--- config.mk ---
export PLATFORM = sky130hd
export DESIGN_NAME = ctrlTop
export DESIGN_NICKNAME = d
export VERILOG_FILES = /design/src/ctrlPkg.sv /design/src/ctrlSequencer.sv /design/src/ctrlSignalGen.sv /design/src/ctrlTop.sv /design/src/instrDecoder.sv
export SDC_FILE = /design/constraint.sdc
export NUM_CORES = 1
export LEC_CHECK = 0
export ABC_AREA = 1
export BUFFER_PORTS_ARGS = -buffer_cell sky130_fd_sc_hd__buf_2
export CAP_MARGIN = 20
export CORE_MARGIN = 2
export CORE_UTILIZATION = 45
export CTS_CLUSTER_DIAMETER = 40
export DETAILED_ROUTE_END_ITERATION = 7
export GPL_TIMING_DRIVEN = 0
export PLACE_DENSITY = 0.73
export SLEW_MARGIN = 25
export SYNTH_ARGS = -nofsm -noshare
export SYNTH_HDL_FRONTEND = slang
export SYNTH_SLANG_ARGS = --single-unit
--- constraint.sdc ---
create_clock -name clk -period 1.65 [get_ports clk]
set_input_delay 0.0825 -clock clk [delete_from_list [all_inputs] [get_ports clk]]
set_output_delay 0.0825 -clock clk [all_outputs]
set_load 0.005 [all_outputs]
--- src/ctrlPkg.sv ---
`default_nettype none

package ctrlPkg;

    // ------------------------------------------------------------------------
    // field widths and fetch timing
    // ------------------------------------------------------------------------
    localparam int opcodeWidth = 6;
    localparam int functWidth  = 6;
    localparam int stepWidth   = 2;

    // memory wait steps before the instruction register loads
    localparam logic [stepWidth-1:0] fetchSteps = 2'd3;

    // ------------------------------------------------------------------------
    // opcodes and funct codes of the kept instruction set
    // ------------------------------------------------------------------------
    localparam logic [opcodeWidth-1:0] opcRType = 6'h00; // funct selects the op
    localparam logic [opcodeWidth-1:0] opcAddi  = 6'h08;
    localparam logic [opcodeWidth-1:0] opcBeq   = 6'h04;
    localparam logic [opcodeWidth-1:0] opcBne   = 6'h05;
    localparam logic [opcodeWidth-1:0] opcBle   = 6'h06;
    localparam logic [opcodeWidth-1:0] opcBgt   = 6'h07;
    localparam logic [opcodeWidth-1:0] opcJ     = 6'h02;
    localparam logic [opcodeWidth-1:0] opcJal   = 6'h03;

    localparam logic [functWidth-1:0] fnAdd  = 6'h20;
    localparam logic [functWidth-1:0] fnAnd  = 6'h24;
    localparam logic [functWidth-1:0] fnSub  = 6'h22;
    localparam logic [functWidth-1:0] fnJr   = 6'h08;
    localparam logic [functWidth-1:0] fnMfhi = 6'h10;
    localparam logic [functWidth-1:0] fnMflo = 6'h12;

    // ------------------------------------------------------------------------
    // datapath control encodings
    // ------------------------------------------------------------------------
    localparam logic [2:0] aluPass = 3'b000; // a passes straight through
    localparam logic [2:0] aluAdd  = 3'b001;
    localparam logic [2:0] aluSub  = 3'b010;
    localparam logic [2:0] aluAnd  = 3'b011;
    localparam logic [2:0] aluCmp  = 3'b111; // sets eq, gt, lt

    localparam logic [1:0] regDstRt = 2'b00;
    localparam logic [1:0] regDstSp = 2'b01;
    localparam logic [1:0] regDstRa = 2'b10;
    localparam logic [1:0] regDstRd = 2'b11;

    localparam logic [2:0] memToRegAlu    = 3'b000;
    localparam logic [2:0] memToRegHi     = 3'b010;
    localparam logic [2:0] memToRegLo     = 3'b011;
    localparam logic [2:0] memToRegSpInit = 3'b111; // stack pointer start value

    localparam logic [1:0] aluSrcBReg    = 2'b00;
    localparam logic [1:0] aluSrcBFour   = 2'b01;
    localparam logic [1:0] aluSrcBImm    = 2'b10;
    localparam logic [1:0] aluSrcBBranch = 2'b11; // shifted offset for target

    localparam logic [2:0] pcSrcAlu    = 3'b000;
    localparam logic [2:0] pcSrcBranch = 3'b001;
    localparam logic [2:0] pcSrcJump   = 3'b010;

    // decoded operation class
    typedef enum logic [3:0] {
        opAdd, opAnd, opSub, opJr, opMfhi, opMflo, opAddi,
        opBeq, opBne, opBle, opBgt, opJ, opJal, opNone
    } opClass_e;

    typedef enum logic [1:0] {
        stFetch, stDecode, stExec
    } ctrlState_e;

    typedef struct packed {
        logic [4:0]            rd;
        logic [4:0]            shamt;
        logic [functWidth-1:0] funct;
    } rFields_t;

    // low half of the instruction, r-format fields or i-format immediate
    typedef union packed {
        rFields_t    rView;
        logic [15:0] iView;
    } instrLow_u;

endpackage

`default_nettype wire

--- src/ctrlSequencer.sv ---
`timescale 1ns/1ns
`default_nettype none

module ctrlSequencer import ctrlPkg::*; (
    input  wire logic           clk,
    input  wire logic           reset,
    input  wire opClass_e       opClass,
    output ctrlState_e          state,
    output logic [stepWidth-1:0] step,
    output opClass_e            execClass
);

    // single-cycle classes finish on step 0, the rest on step 1
    function automatic logic [stepWidth-1:0] execLastStep(opClass_e cls);
        case (cls)
            opJr, opMfhi, opMflo, opJ: return '0;
            default:                   return stepWidth'(1);
        endcase
    endfunction

    // ------------------------------------------------------------------------
    // state and step counter
    // ------------------------------------------------------------------------
    always_ff @(posedge clk) begin
        if (reset) begin
            state     <= stFetch;
            step      <= '0;
            execClass <= opNone;
        end else begin
            case (state)
                stFetch: begin
                    if (step == fetchSteps) begin // ir loads on this step
                        state <= stDecode;
                        step  <= '0;
                    end else begin
                        step <= step + 1'b1;
                    end
                end
                stDecode: begin
                    if (step == '0) begin
                        step <= step + 1'b1;
                    end else begin
                        step      <= '0;
                        execClass <= opClass; // ir is stable by now
                        state     <= (opClass == opNone) ? stFetch : stExec;
                    end
                end
                stExec: begin
                    if (step == execLastStep(execClass)) begin
                        state <= stFetch;
                        step  <= '0;
                    end else begin
                        step <= step + 1'b1;
                    end
                end
                default: begin
                    state <= stFetch;
                    step  <= '0;
                end
            endcase
        end
    end

    // decode and execute never go past step 1
    stepRange: assert property (@(posedge clk) disable iff (reset)
        (state == stFetch) ? (step <= fetchSteps) : (step <= stepWidth'(1)));

    execKnown: assert property (@(posedge clk) disable iff (reset)
        (state == stExec) |-> (execClass != opNone));

endmodule

`default_nettype wire

--- src/ctrlSignalGen.sv ---
`timescale 1ns/1ns
`default_nettype none

module ctrlSignalGen import ctrlPkg::*; (
    input  wire logic                 clk,
    input  wire logic                 reset,
    input  wire ctrlState_e           state,
    input  wire logic [stepWidth-1:0] step,
    input  wire opClass_e             execClass,
    input  wire logic                 eq,
    input  wire logic                 gt,
    input  wire logic                 lt,
    output logic                      pcWrite,
    output logic                      irWrite,
    output logic                      regWrite,
    output logic                      aWrite,
    output logic                      bWrite,
    output logic                      aluOutWrite,
    output logic [1:0]                regDst,
    output logic [2:0]                memToReg,
    output logic                      aluSrcA,
    output logic [1:0]                aluSrcB,
    output logic [2:0]                aluOp,
    output logic [2:0]                pcSource
);

    logic       branchTaken;
    logic [2:0] arithOp;

    // flags come from the compare done in execute step 0
    always_comb begin
        case (execClass)
            opBeq:   branchTaken = eq;
            opBne:   branchTaken = !eq;
            opBle:   branchTaken = eq || lt;
            opBgt:   branchTaken = gt;
            default: branchTaken = 1'b0;
        endcase
    end

    assign arithOp = (execClass == opAnd) ? aluAnd :
                     (execClass == opSub) ? aluSub : aluAdd;

    // ------------------------------------------------------------------------
    // registered outputs, enables pulse for one cycle, selects hold
    // ------------------------------------------------------------------------
    always_ff @(posedge clk) begin
        if (reset) begin
            pcWrite     <= 1'b0;
            irWrite     <= 1'b0;
            regWrite    <= 1'b1; // loads the stack pointer during reset
            aWrite      <= 1'b0;
            bWrite      <= 1'b0;
            aluOutWrite <= 1'b0;
            regDst      <= regDstSp;
            memToReg    <= memToRegSpInit;
            aluSrcA     <= 1'b0;
            aluSrcB     <= aluSrcBReg;
            aluOp       <= aluPass;
            pcSource    <= pcSrcAlu;
        end else begin
            pcWrite     <= 1'b0;
            irWrite     <= 1'b0;
            regWrite    <= 1'b0;
            aWrite      <= 1'b0;
            bWrite      <= 1'b0;
            aluOutWrite <= 1'b0;
            case (state)
                stFetch: begin
                    if (step < fetchSteps) begin // pc + 4 while memory answers
                        aluSrcA     <= 1'b0;
                        aluSrcB     <= aluSrcBFour;
                        aluOp       <= aluAdd;
                        pcSource    <= pcSrcAlu;
                        aluOutWrite <= 1'b1;
                    end else begin
                        pcWrite <= 1'b1;
                        irWrite <= 1'b1;
                    end
                end
                stDecode: begin
                    if (step == '0) begin
                        aluSrcB     <= aluSrcBBranch; // branch target ahead of time
                        aluOp       <= aluAdd;
                        aluOutWrite <= 1'b1;
                    end else begin
                        aWrite <= 1'b1;
                        bWrite <= 1'b1;
                    end
                end
                stExec: begin
                    case (execClass)
                        opAdd, opAnd, opSub, opAddi: begin
                            if (step == '0) begin
                                aluSrcA     <= 1'b1;
                                aluSrcB     <= (execClass == opAddi) ? aluSrcBImm : aluSrcBReg;
                                aluOp       <= arithOp;
                                aluOutWrite <= 1'b1;
                            end else begin
                                regWrite <= 1'b1;
                                regDst   <= (execClass == opAddi) ? regDstRt : regDstRd;
                                memToReg <= memToRegAlu;
                            end
                        end
                        opBeq, opBne, opBle, opBgt: begin
                            if (step == '0) begin
                                aluSrcA <= 1'b1;
                                aluSrcB <= aluSrcBReg;
                                aluOp   <= aluCmp;
                            end else if (branchTaken) begin
                                pcWrite  <= 1'b1;
                                pcSource <= pcSrcBranch;
                            end
                        end
                        opJr: begin
                            aluOp    <= aluPass; // rs straight to pc
                            pcSource <= pcSrcAlu;
                            pcWrite  <= 1'b1;
                        end
                        opMfhi, opMflo: begin
                            regWrite <= 1'b1;
                            regDst   <= regDstRd;
                            memToReg <= (execClass == opMfhi) ? memToRegHi : memToRegLo;
                        end
                        opJ: begin
                            pcSource <= pcSrcJump;
                            pcWrite  <= 1'b1;
                        end
                        opJal: begin
                            if (step == '0) begin // save return address
                                aluSrcA     <= 1'b0;
                                aluOp       <= aluPass;
                                aluOutWrite <= 1'b1;
                            end else begin
                                pcWrite  <= 1'b1;
                                pcSource <= pcSrcJump;
                                regWrite <= 1'b1;
                                regDst   <= regDstRa;
                                memToReg <= memToRegAlu;
                            end
                        end
                        default: ;
                    endcase
                end
                default: ;
            endcase
        end
    end

    noIrRegOverlap: assert property (@(posedge clk) disable iff (reset)
        !(irWrite && regWrite));

    // pc update only from the ir load step or from execute
    pcWriteSource: assert property (@(posedge clk) disable iff (reset)
        $rose(pcWrite) |-> ($past(state) == stExec) ||
                           ($past(state) == stFetch && $past(step) == fetchSteps));

endmodule

`default_nettype wire

--- src/ctrlTop.sv ---
`timescale 1ns/1ns
`default_nettype none

module ctrlTop import ctrlPkg::*; (
    input  wire logic                   clk,
    input  wire logic                   reset,
    input  wire logic [opcodeWidth-1:0] opcode,
    input  wire instrLow_u              instrLow,
    input  wire logic                   eq,
    input  wire logic                   gt,
    input  wire logic                   lt,
    output logic                        pcWrite,
    output logic                        irWrite,
    output logic                        regWrite,
    output logic                        aWrite,
    output logic                        bWrite,
    output logic                        aluOutWrite,
    output logic [1:0]                  regDst,
    output logic [2:0]                  memToReg,
    output logic                        aluSrcA,
    output logic [1:0]                  aluSrcB,
    output logic [2:0]                  aluOp,
    output logic [2:0]                  pcSource
);

    opClass_e             opClass;   // straight from the ir fields
    opClass_e             execClass; // held through execute
    ctrlState_e           state;
    logic [stepWidth-1:0] step;

    instrDecoder u_instrDecoder (
        .opcode   (opcode),
        .instrLow (instrLow),
        .opClass  (opClass)
    );

    ctrlSequencer u_ctrlSequencer (
        .clk       (clk),
        .reset     (reset),
        .opClass   (opClass),
        .state     (state),
        .step      (step),
        .execClass (execClass)
    );

    ctrlSignalGen u_ctrlSignalGen (
        .clk         (clk),
        .reset       (reset),
        .state       (state),
        .step        (step),
        .execClass   (execClass),
        .eq          (eq),
        .gt          (gt),
        .lt          (lt),
        .pcWrite     (pcWrite),
        .irWrite     (irWrite),
        .regWrite    (regWrite),
        .aWrite      (aWrite),
        .bWrite      (bWrite),
        .aluOutWrite (aluOutWrite),
        .regDst      (regDst),
        .memToReg    (memToReg),
        .aluSrcA     (aluSrcA),
        .aluSrcB     (aluSrcB),
        .aluOp       (aluOp),
        .pcSource    (pcSource)
    );

endmodule

`default_nettype wire

--- src/instrDecoder.sv ---
`timescale 1ns/1ns
`default_nettype none

module instrDecoder import ctrlPkg::*; (
    input  wire logic [opcodeWidth-1:0] opcode,
    input  wire instrLow_u              instrLow,
    output opClass_e                    opClass
);

    logic [functWidth-1:0] funct;

    assign funct = instrLow.rView.funct;

    // ------------------------------------------------------------------------
    // opcode first, funct only for r-format
    // ------------------------------------------------------------------------
    always_comb begin
        opClass = opNone; // anything unknown falls back to fetch
        case (opcode)
            opcRType: begin
                case (funct)
                    fnAdd:   opClass = opAdd;
                    fnAnd:   opClass = opAnd;
                    fnSub:   opClass = opSub;
                    fnJr:    opClass = opJr;
                    fnMfhi:  opClass = opMfhi;
                    fnMflo:  opClass = opMflo;
                    default: opClass = opNone;
                endcase
            end
            opcAddi: opClass = opAddi;
            opcBeq:  opClass = opBeq;
            opcBne:  opClass = opBne;
            opcBle:  opClass = opBle;
            opcBgt:  opClass = opBgt;
            opcJ:    opClass = opJ;
            opcJal:  opClass = opJal;
            default: opClass = opNone;
        endcase
    end

endmodule

`default_nettype wire

Word-level counts from Yosys, hierarchy flattened. Index checks and enable logic that the tools add are counted.

Flip-flop bits (word level): 27. Latch bits: 0. RAM bits: 0. Bits in read-only memories: 0. Logic and storage cells: 156. Memories kept: 0.

Add/subtract/negate cells: 1. Multipliers: 0. Div/mod/pow operators: 0. Order comparisons: 1. Eq/ne operators: 49. Shift-type cells: 0. Muxes and demuxes: 61. Bitwise logic cells: 3. Reduce and logical (&&, ||, !) cells: 27.

Operators by type and width (count): 2-bit two-way mux (18); 3-bit two-way mux (11); 4-bit one-hot mux with 8 select lines (1); 4-bit == test, second input constant (6); 6-bit by 3-bit == test with 1-bit output, second input constant (4); 2-bit one-hot mux with 3 select lines (4); 3-bit one-hot mux with 4 select lines (2); 4-bit one-hot mux with 6 select lines (1); 6-bit == test, second input constant (3); 4-bit by 3-bit == test with 1-bit output, second input constant (4); 3-bit != test, second input constant (5); 1-bit two-way mux (13); 6-bit by 2-bit == test with 1-bit output, second input constant (2); 6-bit by 4-bit == test with 1-bit output, second input constant (2); 6-bit by 5-bit == test with 1-bit output, second input constant (2); 3-bit one-hot mux with 2 select lines (2); 6-bit AND reduction (2); 4-bit OR reduction (3); 3-bit by 2-bit != test with 1-bit output, second input constant (3); 3-bit one-hot mux with 3 select lines (1); 4-bit by 2-bit == test with 1-bit output, second input constant (2); 2-bit by 1-bit != test with 1-bit output, second input constant (4); 2-bit != test, second input constant (4); 1-bit one-hot mux with 2 select lines (4); 28 further kinds (39).

Depth between registers and ports, before layout.
Word-level depth: 8. Gate-level depth with buffers: 13.

By module. From an unflattened synthesis, not the netlist that was laid out.

Cell total of the unflattened synthesis: 299. Area total of the unflattened synthesis: 1875.5 um2.

Modules (own cells, without submodules): ctrlSignalGen (times used 1, cells each 184, area each 1149.9 um2, sequential area each 360.3 um2); ctrlSequencer (times used 1, cells each 56, area each 434.2 um2, sequential area each 160.2 um2); instrDecoder (times used 1, cells each 59, area each 291.5 um2, sequential area each 0.0 um2).

Least setup slack after synthesis. Ideal clock, no wire load.

Path kind: reg-to-reg. Start: register u_ctrlSequencer.state[1]. End: register u_ctrlSignalGen.aluOp[0]. Arrival: 1.449 ns. Required time: 1.537 ns. Path slack: 0.088 ns. Cell stages (with the launch flop): 13. Path buffers: 0. Cell sequence: dfxtp_1 inv_1 ha_1 inv_1 nor2_1 inv_2 nand2_1 nor2_4 nand3_2 a21oi_4 nand2_1 nand2_1 nor2_1.

Cells in the longest elaborated chain, start to end: 3.

Ends and longest elaborated chain: from (decl) (RTL line ctrlSequencer.sv:8) `output ctrlState_e state,`; from (signal assigned) (RTL line ctrlSequencer.sv:26) `state <= stFetch;`; from (signal assigned) (RTL line ctrlSequencer.sv:33) `state <= stDecode;`; from (signal assigned) (RTL line ctrlSequencer.sv:45) `state <= (opClass == opNone) ? stFetch : stExec;`; 2-bit == test (tied with other cells) (RTL line ctrlSignalGen.sv:68) `case (state)`; 5-bit by 2-bit != test with 1-bit output (no source line) (tied with other cells); 7-bit AND reduction (no source line); to (signal assigned) (RTL line ctrlSignalGen.sv:59) `aluOp <= aluPass;`; to (signal assigned) (RTL line ctrlSignalGen.sv:73) `aluOp <= aluAdd;`; to (signal assigned) (RTL line ctrlSignalGen.sv:84) `aluOp <= aluAdd;`; to (decl) (RTL line ctrlSignalGen.sv:23) `output logic [2:0] aluOp,`.

Several ways; a longest one is shown, not always the timed one. A chain may end at the register's enable or synchronous reset.

Final worst setup path.
Start: register u_ctrlSequencer.execClass[1]. End: register u_ctrlSignalGen.aluOp[2].

Cells in the longest elaborated chain, start to end: 4.

Ends and longest elaborated chain: from (decl) (RTL line ctrlSequencer.sv:10) `output opClass_e execClass`; from (signal assigned) (RTL line ctrlSequencer.sv:28) `execClass <= opNone;`; from (signal assigned) (RTL line ctrlSequencer.sv:44) `execClass <= opClass;`; 4-bit by 3-bit == test with 1-bit output (tied with other cells) (RTL line ctrlSignalGen.sv:92) `case (execClass)`; 4-bit OR reduction (RTL line ctrlSignalGen.sv:92); 3-bit one-hot mux with 4 select lines (tied with other cells) (RTL line ctrlSignalGen.sv:92); 3-bit one-hot mux with 3 select lines / 7-bit AND reduction (equally long branches); to (signal assigned) (RTL line ctrlSignalGen.sv:73); to (signal assigned) (RTL line ctrlSignalGen.sv:84); to (signal assigned) (RTL line ctrlSignalGen.sv:97) `aluOp <= arithOp;`.

Several ways; a longest one is shown, not always the timed one.

==> metrics.txt <==
routability congestion estimate 0.886; Horiz. Die Dim 66.4 um; remaining antenna violation count 0; asr flop ratio synth 0%; total power draw 2.34 mW; Synth Net Count 307; final worst setup slack 0.0800 ns; total clock sinks 26; unrepaired setup endpoints after global routing true; area of the core region 0.00372 mm^2; static leakage 1.10 nW; post-synthesis adder-cell area fraction 5.71%; share of layout cells above drive strength 1 30.3%; number of top-level design ports 47; simple-gate share of the synthesized area 41.5%; worst min-delay path category input pin to register; endpoint of the most critical register-to-register path u_ctrlSignalGen.aluOp[2]; worst r2r path cells 11; average cell area after synthesis 6.44 um^2; Place WS -0.183 ns; post-route insts no fill 362; max-slew violation count 0; final hold violation count 0; distinct cell type count after synthesis 34; Yosys warning count 0; routed wire length 3670 um; floorplan die height 66.4 um; number of global-route vias before repair 1649; number of violations reported at the end of detailed-routing iteration 0 65; arrival time of the worst setup path 1.74 ns; die area 0.00441 mm^2; footprint of the multi-input gates 0.00111 mm^2; number of antenna violations at the first check in global routing 0; Final setup violation count 0; number of buffers created by CTS 3; total global-route track usage 18.7%; number of cells produced by synthesis 272; worst slack on hold paths 0.0879 ns; buffers added on ports 35; clock transition at the register clock pins on the worst setup and hold paths after CTS 0.09 ns; portion of netlist area occupied by mux cells 0%; flop-to-flop setup slack 0.08 ns; number of synthesized register bits 26; global-route wire length before repair 6710 um; complex-gate fraction of the synthesized area 12.8%; final global-route overflow total 0; Hold Path Stages 3; Hold Path Sink u_ctrlSequencer.execClass[3]; post-synthesis sequential area ratio 29.7%; post-synthesis xor/xnor area fraction 0%; endpoint type of the worst setup path register; count of filler cells inserted in the layout 373; latest clock arrival within the worst-skew pair 0.27 ns; worst hold start reset; DRC violation count after routing 0; H-tree lvl count 1; standard-cell rows 22; ant diodes 0; run status finished clean; area growth from synthesis to final layout 22.1%; Worst Skew 0.00261 ns; Crit Path Category register to register; critical path launch point type register; Worst R2R Start u_ctrlSequencer.execClass[1]; combinational family with the most area after synthesis simple AND/OR/NAND/NOR gates; Post-synth EDFFs 0; vias post-DR 1769; maximum operating frequency 637 MHz; average vias per placed instance 4.89; post-detailed-route wirelength per cell 10.1 um; Top FF cell, synth sky130_fd_sc_hd__dfxtp_1; clk buf depth 2; area occupied by registers 532 um^2; Maximum Capacitance Violations 0; synthesized cell area 0.00175 mm^2; Tmin final 1.57 ns; IR drop worst, VDD 0.000546 V; final core occ 57.6%; pin count of the biggest net entering global routing 15; Root Buffer sky130_fd_sc_hd__clkbuf_8; count of nets after finishing 350; initial standard-cell utilization of the core 47.2%; placed cell count 355; power density over cell area 1090 mW/mm^2; final worst-path cycle share 95.2%; CTS tree built; number of iterations in the first detailed-routing pass 4; dpl hpwl 2870 um; highest fanout seen on the critical path 9; worst path required time 1.82 ns
-- layer usage --
layer	track usage, %	share of wire (%)	vias up
li1	-	-	947
met1	22.5	46	769
met2	33.4	48	38
met3	2.56	3.1	15
met4	7.14	3.2	0
met5	0	0	-
-- how the worst max path moves through the flow --
stage,from,end,slack (ns)
2_1_floorplan,u_ctrlSequencer.state[1],u_ctrlSignalGen.aluOp[0],0.09
5_1_grt,u_ctrlSequencer.state[1],u_ctrlSignalGen.pcSource[0],-0.03
3_5_place_dp,u_ctrlSequencer.state[0],u_ctrlSignalGen.pcSource[0],-0.18
6_report,u_ctrlSequencer.execClass[1],u_ctrlSignalGen.aluOp[2],0.08
4_1_cts,u_ctrlSequencer.state[0],u_ctrlSignalGen.pcSource[0],0.00003
3_3_place_gp,u_ctrlSequencer.state[0],u_ctrlSignalGen.pcSource[0],-0.19
-- area by class of cell --
type                       instances  share of cell area (%)
inverter                          37                    6.49
sequential                        26                    24.8
multi-input combinational        203                    51.9
tap                               48                    2.81
buffer                             6                    2.16
timing repair buffer              38                    9.23
clock buffer                       4                    2.57
-- where the power goes --
group / total [mW] / leakage [nW] / switching, mW / internal (mW)
clock network: 0.409 / 0.0288 / 0.196 / 0.213
logic: 1.09 / 0.856 / 0.656 / 0.435
registers: 0.838 / 0.213 / 0.0885 / 0.749
-- sequential cells by signal, indices dropped and copies added (netlist names) --
signal	count
u_ctrlSignalGen.pcSource	2
u_ctrlSignalGen.irWrite	1
u_ctrlSequencer.execClass	4
u_ctrlSequencer.state	2
u_ctrlSignalGen.aluOp	3
u_ctrlSignalGen.aWrite	1
u_ctrlSignalGen.pcWrite	1
u_ctrlSignalGen.aluSrcA	1
u_ctrlSignalGen.aluOutWrite	1
u_ctrlSignalGen.memToReg	3
u_ctrlSignalGen.aluSrcB	2
u_ctrlSignalGen.regWrite	1
u_ctrlSequencer.step	2
u_ctrlSignalGen.regDst	2
-- critical path, cell delays in order (launching register included) --
cell	delay, ns
sky130_fd_sc_hd__dfxtp_1	0.32
sky130_fd_sc_hd__buf_6	0.14
sky130_fd_sc_hd__nand2_4	0.11
sky130_fd_sc_hd__nor2_2	0.06
sky130_fd_sc_hd__a21oi_2	0.20
sky130_fd_sc_hd__nand2_2	0.08
sky130_fd_sc_hd__nand2_2	0.09
sky130_fd_sc_hd__nand3_2	0.10
sky130_fd_sc_hd__a21oi_4	0.19
sky130_fd_sc_hd__nand2_1	0.08
sky130_fd_sc_hd__nand2_1	0.06
sky130_fd_sc_hd__nor2_1	0.04
-- synthesized netlist by cell type, types with 2 or more instances --
| cell | n | area, um^2 |
|---|---|---|
| sky130_fd_sc_hd__nand3_2 | 4 | 40.0 |
| sky130_fd_sc_hd__a21oi_1 | 15 | 75.1 |
| sky130_fd_sc_hd__a211oi_1 | 2 | 15.0 |
| sky130_fd_sc_hd__inv_1 | 30 | 113 |
| sky130_fd_sc_hd__nand2_2 | 5 | 31.3 |
| sky130_fd_sc_hd__buf_4 | 2 | 15.0 |
| sky130_fd_sc_hd__nor2_4 | 2 | 22.5 |
| sky130_fd_sc_hd__dfxtp_1 | 26 | 521 |
| sky130_fd_sc_hd__ha_1 | 8 | 100 |
| sky130_fd_sc_hd__nand4_1 | 4 | 25.0 |
| sky130_fd_sc_hd__nand3b_1 | 3 | 22.5 |
| sky130_fd_sc_hd__nor2_2 | 4 | 25.0 |
| sky130_fd_sc_hd__clkbuf_1 | 2 | 7.51 |
| sky130_fd_sc_hd__inv_2 | 7 | 26.3 |
| sky130_fd_sc_hd__o21ai_0 | 7 | 35.0 |
| sky130_fd_sc_hd__o21ai_1 | 2 | 10.0 |
| sky130_fd_sc_hd__a21oi_2 | 2 | 17.5 |
| sky130_fd_sc_hd__o211ai_1 | 3 | 22.5 |
| sky130_fd_sc_hd__nand3_1 | 21 | 105 |
| sky130_fd_sc_hd__nor2_1 | 42 | 158 |
| sky130_fd_sc_hd__nand2_1 | 67 | 251 |
| sky130_fd_sc_hd__nor3_1 | 2 | 10.0 |
-- per-stage QoR --
stage	area, um^2	TNS, ns
global route	2140	-0.0314
CTS	2070	0
detailed placement	1990	-1.31
floorplan	1750	0
global placement	1990	-1.24
finish	2140	0
-- kinds of logic (layout without fill, tap and decap cells) --
family                     count (synthesis)  in the layout
AOI/OAI and AO/OA                         36             36
other                                      1              1
buffers and inverters                     43             85
adders and majority gates                  8              8
DFF                                       26             26
and+or+nand+nor                          158            158
-- what timing repair did --
item	in CTS	in global routing
gates cloned	0	0
gates resized for setup	6	23
setup endpoints to repair	10	15
setup buffers	1	2
pin swaps	0	5
hold buffers	0	0
-- cell usage in the layout (no fill, tap or decap), types with 2 or more instances in the layout --
cell | netlist | routed
sky130_fd_sc_hd__dfxtp_2 | 0 | 3
sky130_fd_sc_hd__buf_2 | 1 | 36
sky130_fd_sc_hd__nor2_4 | 2 | 3
sky130_fd_sc_hd__nand3_2 | 4 | 3
sky130_fd_sc_hd__buf_4 | 2 | 5
sky130_fd_sc_hd__nand2_2 | 5 | 8
sky130_fd_sc_hd__dfxtp_1 | 26 | 21
sky130_fd_sc_hd__ha_4 | 0 | 2
sky130_fd_sc_hd__inv_1 | 30 | 25
sky130_fd_sc_hd__nand2_1 | 67 | 64
sky130_fd_sc_hd__a21oi_1 | 15 | 14
sky130_fd_sc_hd__buf_6 | 1 | 2
sky130_fd_sc_hd__nor2_2 | 4 | 4
sky130_fd_sc_hd__nand3b_1 | 3 | 3
sky130_fd_sc_hd__nor3_1 | 2 | 2
sky130_fd_sc_hd__inv_2 | 7 | 12
sky130_fd_sc_hd__ha_2 | 0 | 2
sky130_fd_sc_hd__o21ai_1 | 2 | 2
sky130_fd_sc_hd__nand4_1 | 4 | 4
sky130_fd_sc_hd__dfxtp_4 | 0 | 2
sky130_fd_sc_hd__clkbuf_8 | 0 | 4
sky130_fd_sc_hd__a21oi_2 | 2 | 3
sky130_fd_sc_hd__nand3_1 | 21 | 21
sky130_fd_sc_hd__nor2_1 | 42 | 41
sky130_fd_sc_hd__o211ai_1 | 3 | 3
sky130_fd_sc_hd__ha_1 | 8 | 4
sky130_fd_sc_hd__o21ai_0 | 7 | 7
sky130_fd_sc_hd__a211oi_1 | 2 | 2
Power figures use the tool's default switching activity.
